**config.mk**
```make
export PLATFORM = sky130hd
export DESIGN_NAME = noc_block_null_source_sink
export DESIGN_NICKNAME = d
export VERILOG_FILES = /design/src/null_pkg.sv /design/src/null_regs.sv /design/src/null_source.sv /design/src/null_sink.sv /design/src/noc_block_null_source_sink.sv
export SDC_FILE = /design/constraint.sdc
export NUM_CORES = 1
export LEC_CHECK = 0
export BUFFER_PORTS_ARGS = -buffer_cell sky130_fd_sc_hd__buf_2
export CAP_MARGIN = 20
export CORE_MARGIN = 2
export CORE_UTILIZATION = 50
export DETAILED_ROUTE_END_ITERATION = 6
export PLACE_DENSITY = 0.7
export RECOVER_POWER = 100
export SLEW_MARGIN = 20
export SYNTH_ARGS = -nofsm -noshare
export SYNTH_HDL_FRONTEND = slang
export SYNTH_SLANG_ARGS = --single-unit
```
**constraint.sdc**
```tcl
create_clock -name ce_clk -period 5.8 [get_ports ce_clk]
set_input_delay 1.16 -clock ce_clk [delete_from_list [all_inputs] [get_ports ce_clk]]
set_output_delay 1.16 -clock ce_clk [all_outputs]
set_load 0.01 [all_outputs]
```
**src/null_pkg.sv**
```systemverilog
package null_pkg;

  //////////////////////////////////////////////////////////////////////
  // Widths
  //////////////////////////////////////////////////////////////////////

  localparam int CNT_W   = 32;
  localparam int APB_AW  = 12;
  localparam int APB_DW  = 32;
  localparam int SID_W   = 32;
  localparam int LINES_W = 16;
  localparam int GAP_W   = 16;

  //////////////////////////////////////////////////////////////////////
  // CHDR header word
  //////////////////////////////////////////////////////////////////////

  // Field layout, MSB first
  typedef struct packed {
    logic [1:0]       pkt_type;
    logic             has_time;
    logic             eob;
    logic [11:0]      seqnum;
    logic [15:0]      length;
    logic [SID_W-1:0] sid;
  } chdr_fields_t;

  // Same word as bus data or as fields
  typedef union packed {
    logic [63:0]  raw;
    chdr_fields_t f;
  } chdr_hdr_t;

  //////////////////////////////////////////////////////////////////////
  // Register map
  //////////////////////////////////////////////////////////////////////

  localparam logic [APB_AW-1:0] REG_NOC_ID_LO = 12'h000;
  localparam logic [APB_AW-1:0] REG_NOC_ID_HI = 12'h004;

  // Settings register numbers, relative to SR_BASE
  localparam int SR_SID   = 0;
  localparam int SR_LINES = 1;
  localparam int SR_CTRL  = 2;

  // Bits of SR_CTRL
  localparam int CTRL_ENABLE  = 0;
  localparam int CTRL_CLEAR   = 1;
  localparam int CTRL_GAP_LSB = 16;

  localparam logic [APB_AW-1:0] RB_SRC_PKTS   = 12'h040;
  localparam logic [APB_AW-1:0] RB_SNK_PKTS   = 12'h044;
  localparam logic [APB_AW-1:0] RB_SNK_WORDS  = 12'h048;
  localparam logic [APB_AW-1:0] RB_SNK_LENERR = 12'h04C;

endpackage

```
**src/null_regs.sv**
```systemverilog
module null_regs
  import null_pkg::*;
#(
  parameter logic [63:0] NOC_ID  = 64'h0000_0000_0000_0000,
  parameter int          SR_BASE = 8
) (
  input  logic               i_clk,
  input  logic               i_arst_n,
  // APB slave
  input  logic               i_psel,
  input  logic               i_penable,
  input  logic               i_pwrite,
  input  logic [APB_AW-1:0]  i_paddr,
  input  logic [APB_DW-1:0]  i_pwdata,
  output logic [APB_DW-1:0]  o_prdata,
  output logic               o_pready,
  output logic               o_pslverr,
  // Counters from source and sink
  input  logic [CNT_W-1:0]   i_src_pkts,
  input  logic [CNT_W-1:0]   i_snk_pkts,
  input  logic [CNT_W-1:0]   i_snk_words,
  input  logic [CNT_W-1:0]   i_snk_lenerr,
  // Source settings
  output logic [SID_W-1:0]   o_sid,
  output logic [LINES_W-1:0] o_lines,
  output logic               o_enable,
  output logic [GAP_W-1:0]   o_gap,
  output logic               o_clear
);

  localparam logic [APB_AW-1:0] ADDR_SID   = APB_AW'(4 * (SR_BASE + SR_SID));
  localparam logic [APB_AW-1:0] ADDR_LINES = APB_AW'(4 * (SR_BASE + SR_LINES));
  localparam logic [APB_AW-1:0] ADDR_CTRL  = APB_AW'(4 * (SR_BASE + SR_CTRL));

  logic               wr_en;
  logic [LINES_W-1:0] wr_lines;

  // No wait states, no errors
  assign o_pready  = 1'b1;
  assign o_pslverr = 1'b0;

  // Write lands on the edge closing the access phase
  assign wr_en = i_psel & i_penable & i_pwrite;

  // Zero lines would give an empty packet, keep at least one
  assign wr_lines = (i_pwdata[LINES_W-1:0] == '0) ? LINES_W'(1) : i_pwdata[LINES_W-1:0];

  //////////////////////////////////////////////////////////////////////
  // Settings
  //////////////////////////////////////////////////////////////////////

  always_ff @(posedge i_clk or negedge i_arst_n) begin
    if (!i_arst_n) begin
      o_sid    <= '0;
      o_lines  <= LINES_W'(1);
      o_enable <= 1'b0;
      o_gap    <= '0;
      o_clear  <= 1'b0;
    end else begin
      // Clear is a single-cycle pulse
      o_clear <= 1'b0;
      if (wr_en) begin
        case (i_paddr)
          ADDR_SID: begin
            o_sid <= i_pwdata[SID_W-1:0];
          end
          ADDR_LINES: begin
            o_lines <= wr_lines;
          end
          ADDR_CTRL: begin
            o_enable <= i_pwdata[CTRL_ENABLE];
            o_clear  <= i_pwdata[CTRL_CLEAR];
            o_gap    <= i_pwdata[CTRL_GAP_LSB +: GAP_W];
          end
          default: begin
          end
        endcase
      end
    end
  end

  //////////////////////////////////////////////////////////////////////
  // Readback
  //////////////////////////////////////////////////////////////////////

  always_comb begin
    o_prdata = '0;
    if (i_psel) begin
      case (i_paddr)
        REG_NOC_ID_LO: o_prdata = NOC_ID[31:0];
        REG_NOC_ID_HI: o_prdata = NOC_ID[63:32];
        ADDR_SID:      o_prdata = o_sid;
        ADDR_LINES:    o_prdata = {{(APB_DW-LINES_W){1'b0}}, o_lines};
        // Clear bit always reads back as zero
        ADDR_CTRL:     o_prdata = {o_gap, 14'd0, 1'b0, o_enable};
        RB_SRC_PKTS:   o_prdata = i_src_pkts;
        RB_SNK_PKTS:   o_prdata = i_snk_pkts;
        RB_SNK_WORDS:  o_prdata = i_snk_words;
        RB_SNK_LENERR: o_prdata = i_snk_lenerr;
        default:       o_prdata = '0;
      endcase
    end
  end

  // Access phase only inside a selected transfer
  a_penable_in_psel: assert property (
    @(posedge i_clk) disable iff (!i_arst_n)
    i_penable |-> i_psel
  );

endmodule

```
**src/null_source.sv**
```systemverilog
module null_source
  import null_pkg::*;
(
  input  logic               i_clk,
  input  logic               i_arst_n,
  input  logic [SID_W-1:0]   i_sid,
  input  logic [LINES_W-1:0] i_lines,
  input  logic               i_enable,
  input  logic [GAP_W-1:0]   i_gap,
  input  logic               i_clear,
  output logic [63:0]        o_tdata,
  output logic               o_tlast,
  output logic               o_tvalid,
  input  logic               i_tready,
  output logic [CNT_W-1:0]   o_src_pkts
);

  typedef enum logic [1:0] {
    ST_IDLE,
    ST_HDR,
    ST_PAY,
    ST_GAP
  } state_t;

  state_t             state;
  state_t             state_nx;
  logic               beat_ok;
  logic               pkt_done;
  logic               load;
  logic [SID_W-1:0]   sid_lat;
  logic [LINES_W-1:0] lines_lat;
  logic [GAP_W-1:0]   gap_lat;
  logic [LINES_W-1:0] line_cnt;
  logic [GAP_W-1:0]   gap_cnt;
  logic [11:0]        seq;
  logic               seq_clr_pend;
  chdr_hdr_t          hdr;

  assign o_tvalid = (state == ST_HDR) || (state == ST_PAY);
  assign o_tlast  = (state == ST_PAY) && (line_cnt == lines_lat - 1'b1);
  assign beat_ok  = o_tvalid & i_tready;
  assign pkt_done = beat_ok & o_tlast;

  always_comb begin
    hdr            = '0;
    hdr.f.pkt_type = 2'd0;
    hdr.f.seqnum   = seq;
    hdr.f.length   = 16'({lines_lat, 3'b000} + 19'd8);
    hdr.f.sid      = sid_lat;
  end

  // Payload line k holds sequence number and k
  assign o_tdata = (state == ST_HDR) ? hdr.raw : {20'd0, seq, 16'd0, line_cnt};

  //////////////////////////////////////////////////////////////////////
  // Packet FSM
  //////////////////////////////////////////////////////////////////////

  always_comb begin
    state_nx = state;
    case (state)
      ST_IDLE: if (i_enable) state_nx = ST_HDR;
      ST_HDR:  if (beat_ok) state_nx = ST_PAY;
      ST_PAY: begin
        if (pkt_done) begin
          if (gap_lat != '0) state_nx = ST_GAP;
          else state_nx = i_enable ? ST_HDR : ST_IDLE;
        end
      end
      ST_GAP:  if (gap_cnt <= GAP_W'(1)) state_nx = i_enable ? ST_HDR : ST_IDLE;
      default: state_nx = ST_IDLE;
    endcase
  end

  // Settings are sampled once per packet
  assign load = (state_nx == ST_HDR) && (state != ST_HDR);

  always_ff @(posedge i_clk) begin
    if (load) begin
      sid_lat   <= i_sid;
      lines_lat <= i_lines;
      gap_lat   <= i_gap;
    end
  end

  always_ff @(posedge i_clk or negedge i_arst_n) begin
    if (!i_arst_n) begin
      state        <= ST_IDLE;
      line_cnt     <= '0;
      gap_cnt      <= '0;
      seq          <= '0;
      seq_clr_pend <= 1'b0;
      o_src_pkts   <= '0;
    end else begin
      state <= state_nx;
      if (state == ST_HDR) line_cnt <= '0;
      else if (beat_ok && !o_tlast) line_cnt <= line_cnt + 1'b1;

      if (pkt_done) gap_cnt <= gap_lat;
      else if (state == ST_GAP) gap_cnt <= gap_cnt - 1'b1;

      // A clear mid-packet waits for the packet to end
      if (pkt_done) begin
        seq          <= (seq_clr_pend || i_clear) ? 12'd0 : seq + 12'd1;
        seq_clr_pend <= 1'b0;
      end else if (i_clear) begin
        if (o_tvalid) seq_clr_pend <= 1'b1;
        else seq <= 12'd0;
      end

      if (i_clear) o_src_pkts <= '0;
      else if (pkt_done) o_src_pkts <= o_src_pkts + 1'b1;
    end
  end

  a_hold_stalled: assert property (
    @(posedge i_clk) disable iff (!i_arst_n)
    o_tvalid && !i_tready |=> o_tvalid && $stable(o_tdata) && $stable(o_tlast)
  );

endmodule

```
**src/null_sink.sv**
```systemverilog
module null_sink
  import null_pkg::*;
(
  input  logic             i_clk,
  input  logic             i_arst_n,
  input  logic [63:0]      i_tdata,
  input  logic             i_tlast,
  input  logic             i_tvalid,
  output logic             o_tready,
  input  logic             i_clear,
  output logic [CNT_W-1:0] o_snk_pkts,
  output logic [CNT_W-1:0] o_snk_words,
  output logic [CNT_W-1:0] o_snk_lenerr
);

  chdr_hdr_t   hdr_in;
  logic        beat_ok;
  logic        in_hdr;
  logic [15:0] exp_len;
  logic [15:0] beat_cnt;
  logic [15:0] cur_len;
  logic [15:0] cur_beats;
  logic        len_bad;

  assign hdr_in.raw = i_tdata;
  assign beat_ok    = i_tvalid & o_tready;

  // Header beat starts the count, later beats add to it
  assign cur_len   = in_hdr ? hdr_in.f.length : exp_len;
  assign cur_beats = in_hdr ? 16'd1 : beat_cnt + 16'd1;
  assign len_bad   = ({cur_beats, 3'b000} != {3'b000, cur_len});

  // Ready rises on the first cycle out of reset
  always_ff @(posedge i_clk or negedge i_arst_n) begin
    if (!i_arst_n) begin
      o_tready <= 1'b0;
    end else begin
      o_tready <= 1'b1;
    end
  end

  //////////////////////////////////////////////////////////////////////
  // Framing and counters
  //////////////////////////////////////////////////////////////////////

  always_ff @(posedge i_clk or negedge i_arst_n) begin
    if (!i_arst_n) begin
      in_hdr       <= 1'b1;
      exp_len      <= '0;
      beat_cnt     <= '0;
      o_snk_pkts   <= '0;
      o_snk_words  <= '0;
      o_snk_lenerr <= '0;
    end else begin
      if (beat_ok) begin
        in_hdr   <= i_tlast;
        exp_len  <= cur_len;
        beat_cnt <= cur_beats;
      end

      if (i_clear) begin
        o_snk_pkts   <= '0;
        o_snk_words  <= '0;
        o_snk_lenerr <= '0;
      end else if (beat_ok) begin
        o_snk_words <= o_snk_words + 1'b1;
        if (i_tlast) begin
          o_snk_pkts <= o_snk_pkts + 1'b1;
          if (len_bad) o_snk_lenerr <= o_snk_lenerr + 1'b1;
        end
      end
    end
  end

  a_always_ready: assert property (
    @(posedge i_clk) disable iff (!i_arst_n)
    $past(i_arst_n) |-> o_tready
  );

endmodule

```
**src/noc_block_null_source_sink.sv**
```systemverilog
module noc_block_null_source_sink
  import null_pkg::*;
#(
  parameter logic [63:0] NOC_ID  = 64'h0000_0000_0000_0000,
  parameter int          SR_BASE = 8
) (
  input  logic              ce_clk,
  input  logic              i_arst_n,
  // APB slave
  input  logic              i_psel,
  input  logic              i_penable,
  input  logic              i_pwrite,
  input  logic [APB_AW-1:0] i_paddr,
  input  logic [APB_DW-1:0] i_pwdata,
  output logic [APB_DW-1:0] o_prdata,
  output logic              o_pready,
  output logic              o_pslverr,
  // Incoming stream
  input  logic [63:0]       i_tdata,
  input  logic              i_tlast,
  input  logic              i_tvalid,
  output logic              o_tready,
  // Outgoing stream
  output logic [63:0]       o_tdata,
  output logic              o_tlast,
  output logic              o_tvalid,
  input  logic              i_tready
);

  logic [SID_W-1:0]   sid;
  logic [LINES_W-1:0] lines;
  logic               enable;
  logic [GAP_W-1:0]   gap;
  logic               clear;
  logic [CNT_W-1:0]   src_pkts;
  logic [CNT_W-1:0]   snk_pkts;
  logic [CNT_W-1:0]   snk_words;
  logic [CNT_W-1:0]   snk_lenerr;

  null_regs #(
    .NOC_ID  (NOC_ID),
    .SR_BASE (SR_BASE)
  ) u_regs (
    .i_clk        (ce_clk),
    .i_arst_n     (i_arst_n),
    .i_psel       (i_psel),
    .i_penable    (i_penable),
    .i_pwrite     (i_pwrite),
    .i_paddr      (i_paddr),
    .i_pwdata     (i_pwdata),
    .o_prdata     (o_prdata),
    .o_pready     (o_pready),
    .o_pslverr    (o_pslverr),
    .i_src_pkts   (src_pkts),
    .i_snk_pkts   (snk_pkts),
    .i_snk_words  (snk_words),
    .i_snk_lenerr (snk_lenerr),
    .o_sid        (sid),
    .o_lines      (lines),
    .o_enable     (enable),
    .o_gap        (gap),
    .o_clear      (clear)
  );

  // Test packet generator
  null_source u_source (
    .i_clk      (ce_clk),
    .i_arst_n   (i_arst_n),
    .i_sid      (sid),
    .i_lines    (lines),
    .i_enable   (enable),
    .i_gap      (gap),
    .i_clear    (clear),
    .o_tdata    (o_tdata),
    .o_tlast    (o_tlast),
    .o_tvalid   (o_tvalid),
    .i_tready   (i_tready),
    .o_src_pkts (src_pkts)
  );

  // Drops everything, keeps statistics
  null_sink u_sink (
    .i_clk        (ce_clk),
    .i_arst_n     (i_arst_n),
    .i_tdata      (i_tdata),
    .i_tlast      (i_tlast),
    .i_tvalid     (i_tvalid),
    .o_tready     (o_tready),
    .i_clear      (clear),
    .o_snk_pkts   (snk_pkts),
    .o_snk_words  (snk_words),
    .o_snk_lenerr (snk_lenerr)
  );

endmodule

```
==> results.sh <==
export IMPL_status="complete, but fails checks"
export IMPL_failed_checks="DRC, capacitance limit, slew limit"
export IMPL_htreeDepth=2
export IMPL_drive_gt1_share_pct=14.4
export IMPL_grt_max_degree=134
export IMPL_hold_viol_final=0
export IMPL_clk_pin_slew_worst_paths_ns=0.06
export IMPL_clockPowerShare_pct=41.8
export IMPL_drv_slew=69
export IMPL_cp_top_family="simple AND/OR/NAND/NOR gates"
export IMPL_synth_compound_area_share_pct=12.2
export IMPL_final_area_um2=20300
export IMPL_clock_latency_ns=0.54
export IMPL_place_area_um2=19200
export IMPL_drcViolationCount=29
export IMPL_ys_types=68
export IMPL_std_cell_rows=69
export IMPL_initial_core_util_pct=50.8
export IMPL_die_w_um=194
export IMPL_vias_per_cell=6.11
export IMPL_worst_slew_pin_slew_ns=2.20
export IMPL_core_area_um2=35700
export IMPL_final_cells=2416
export IMPL_use_met3_pct=3.87
export IMPL_rsz0062_at_grt="false"
export IMPL_busiest_layer="met2"
export IMPL_finalCriticalPeriod_ns=5.11
export IMPL_timing_critical_path_buf_inv=0
export IMPL_antenna_found_initial=1
export IMPL_die_y_um=194
export IMPL_synth_edf_count=64
export IMPL_clkSinkCount=339
export IMPL_synth_top_family_by_area="simple AND/OR/NAND/NOR gates"
export IMPL_ys_ff_latch=339
export IMPL_cts_tree="built"
export IMPL_finalWirelength_mm=48.3
export IMPL_async_flop_share_pct=81.1
export IMPL_crit_fanout=28
export IMPL_cts_root_buf="clkbuf_16"
export IMPL_combinationalPowerShare_pct=10.6
export IMPL_fill_cells=3092
export IMPL_syn_to_final_growth_pct=12.1
export IMPL_arrival_ns=5.57
export IMPL_syn_area_per_cell_um2=9.94
export IMPL_grt_overflow_total=0
export IMPL_grt_util_met2_pct=40.7
export IMPL_cp_start_kind="flip-flop"
export IMPL_slowest_stage="nand4_1"
export IMPL_synth_area_um2=18100
export IMPL_clock_skew_ns=0.0164
export IMPL_drtIter0Drc=1672
export IMPL_timing_critical_path_cells="or4_4 > or4_1 > or3_4 > a2111oi_0 > nand4_1 > or2_1 > or4b_1 > nand2_1"
export IMPL_netlist_instances=1823
export IMPL_maxCapViolCount=2
export IMPL_yosysWarnings=0
export IMPL_grtUsageMet1_pct=35.8
export IMPL_p_sw_uw=1540
export IMPL_cts_made_buffers=38
export IMPL_worst_path_largest_cell_delay_ns=1.12
export IMPL_postCtsSetupBuffers=0
export IMPL_dr_pass1_iters=7
export IMPL_routedWlPerCell_um=20.0
export IMPL_drtAntennaViolNets=0
export IMPL_grt_pass1_wl_mm=76.2
export IMPL_synth_adder_area_share_pct=1.04
export IMPL_finalSetupViolations=0
export IMPL_crit_path_end_kind="flip-flop"
export IMPL_utilization_pct=57.0
export IMPL_power_internal_uw=4240
export IMPL_dpl_cell_count=2346
export IMPL_fin_setup_tns_ns=0
export IMPL_relSlewSlack_pct=-46.4
export IMPL_hold_class="reg -> reg"
export IMPL_muxShareOfSynthArea_pct=7.88
export IMPL_ios=217
export IMPL_synthXorXnorAreaFrac_pct=6.91
export IMPL_max_vdd_ir_drop_v=0.000210
export IMPL_postCtsHoldBufs=0
export IMPL_worst_endpoint_required_ns=6.27
export IMPL_leakage_uw=0.00846
export IMPL_place_congestion=0.936
export IMPL_vias=14800
export IMPL_fmax_mhz=196
export IMPL_final_nets=2057
export IMPL_synth_seq_area_share_pct=48.6
export IMPL_io_buffer_count=162
export IMPL_p_seq_share_pct=47.6
export IMPL_dp_hpwl_mm=34.2
export IMPL_fin_crit_sh_pct=88.1
export IMPL_setup_worst_path_class="reg -> reg"
export IMPL_grtUsageTotal_pct=25.3
export IMPL_switching_share_pct=26.6
export IMPL_p_per_area_nw_per_um2=284
export IMPL_dieArea_um2=37800
export IMPL_ys_flop_type="dfrtp_1"
export IMPL_clock_path_buffers=3
export IMPL_grt_pass1_vias=13800
export IMPL_cts_resized=0
export IMPL_synth_simple_gate_area_share_pct=20.0
flip-flops by register name, indices dropped and copies added, names as in the netlist, 32 cells and up:
name / count
u_sink.o_snk_pkts: 32
u_regs.o_sid: 32
u_source.sid_lat: 32
u_source.o_src_pkts: 32
u_sink.o_snk_words: 32
u_sink.o_snk_lenerr: 32
layout by cell type, fill, tap and decap left out, types with 11 or more instances in the layout:
cell type and n:
o31ai_1 15, nor2b_1 16, or3_1 44, nor4_1 27, clkbuf_1 88, or4_1 20, a222oi_1 38, nand2_1 126
and2_0 16, inv_1 29, nor3_1 54, mux2_2 101, a31oi_1 11, dfrtp_1 272, clkbuf_16 39, o211ai_1 13
nand4_1 34, a21oi_1 111, buf_2 84, nor2_1 179, ha_1 15, xor2_1 68, and3_1 47, a22oi_1 11
and2_1 28, xnor2_1 75, and4_1 12, nand3_1 65, o21ai_0 70, mux2i_1 28, edfxtp_1 64
final timing paths:
path	startpoint	endpoint	slack, ns	cells after the start
hold / removal	u_regs.o_lines[6]	u_source.lines_lat[6]	0.48	0
hold reg to reg	u_regs.o_lines[6]	u_source.lines_lat[6]	0.48	0
max in group asynchronous	i_arst_n	u_regs.o_lines[12]	2.05	3
min in group asynchronous	i_arst_n	u_source.o_src_pkts[29]	1.28	1
setup / recovery	u_source.lines_lat[5]	u_source.seq[4]	0.69	8
setup reg to reg	u_source.lines_lat[5]	u_source.seq[4]	0.69	8
power by group through the flow:
stage | registers (uW) | clock network, uW | logic, uW
final | 2750 | 2410 | 613
after global routing | 2770 | 2540 | 685
after CTS | 2740 | 2450 | 626
after detailed placement | 2790 | 0 | 621
after global placement | 2780 | 0 | 596
after floorplan | 2690 | 0 | 478
cells in the mapped netlist, types with 6 or more instances:
cell        n  share of area [%]
a21o_1     10               0.41
a21oi_1   111                3.1
a221oi_1   10               0.48
a222oi_1   38                2.1
a22oi_1    11               0.46
a31oi_1    11               0.38
and2_1     44                1.5
and3_1     47                1.6
and4_1     12               0.58
buf_1      16               0.33
buf_4       6               0.25
clkbuf_1   97                2.0
dfrtp_1   273                 38
edfxtp_1   64                 11
ha_1       15                1.0
inv_1      29               0.60
mux2_2    102                6.3
mux2i_1    28                1.5
nand2_1   126                2.6
nand2b_1    9               0.31
nand3_1    65                1.8
nand4_1    33                1.1
nor2_1    179                3.7
nor2b_1    16               0.55
nor3_1     54                1.5
nor4_1     27               0.93
o211ai_1   13               0.54
o21ai_0    69                1.9
o21bai_1    7               0.29
o31ai_1    16               0.66
o41ai_1     6               0.29
or2_2       9               0.31
or3_1      44                1.5
or4_1      20               0.83
xnor2_1    75                3.6
xor2_1     68                3.3
worst register-to-register path, cell delays in order (launching register included):
cell	delay [ns]
edfxtp_1	0.58
or4_4	0.65
or4_1	0.45
or3_4	0.43
a2111oi_0	0.45
nand4_1	1.12
or2_1	0.76
or4b_1	0.54
nand2_1	0.08
metal layers:
| metal | up-vias | share of wire, % |
|---|---|---|
| met5 | - | 0 |
| met4 | 0 | 2.2 |
| li1 | 6814 | - |
| met2 | 595 | 47 |
| met3 | 74 | 8.0 |
| met1 | 7287 | 43 |
through the flow:
stage               setup WS [ns]  power (uW)  hold slack (ns)
global placement             1.22        3370            0.455
detailed placement           1.16        3410            0.462
finish                      0.692        5780            0.478
floorplan                   0.583        3170            0.437
CTS                          1.04        5810            0.478
global route                0.459        6000            0.486
cells by family (layout without fill, tap and decap cells):
| family | Yosys count | in the layout |
|---|---|---|
| fa+ha+maj | 15 | 15 |
| compound gates | 336 | 336 |
| mux | 130 | 130 |
| other cells | 2 | 8 |
| xor+xnor | 143 | 143 |
| flops | 339 | 339 |
| simple gates | 705 | 705 |
| buf+inv | 153 | 279 |
cell type report:
| type | count | area (um^2) | share of cell area (%) |
|---|---|---|---|
| Multi-Input combinational cell | 1336 | 8720 | 42.9 |
| Inverter | 29 | 109 | 0.535 |
| Antenna cell | 1 | 2.50 | 0.0123 |
| Sequential cell | 339 | 8810 | 43.3 |
| Clock inverter | 21 | 209 | 1.03 |
| Timing Repair Buffer | 182 | 870 | 4.28 |
| Tap cell | 461 | 577 | 2.84 |
| Clock buffer | 47 | 1040 | 5.10 |
Power figures use the tool's default switching activity.
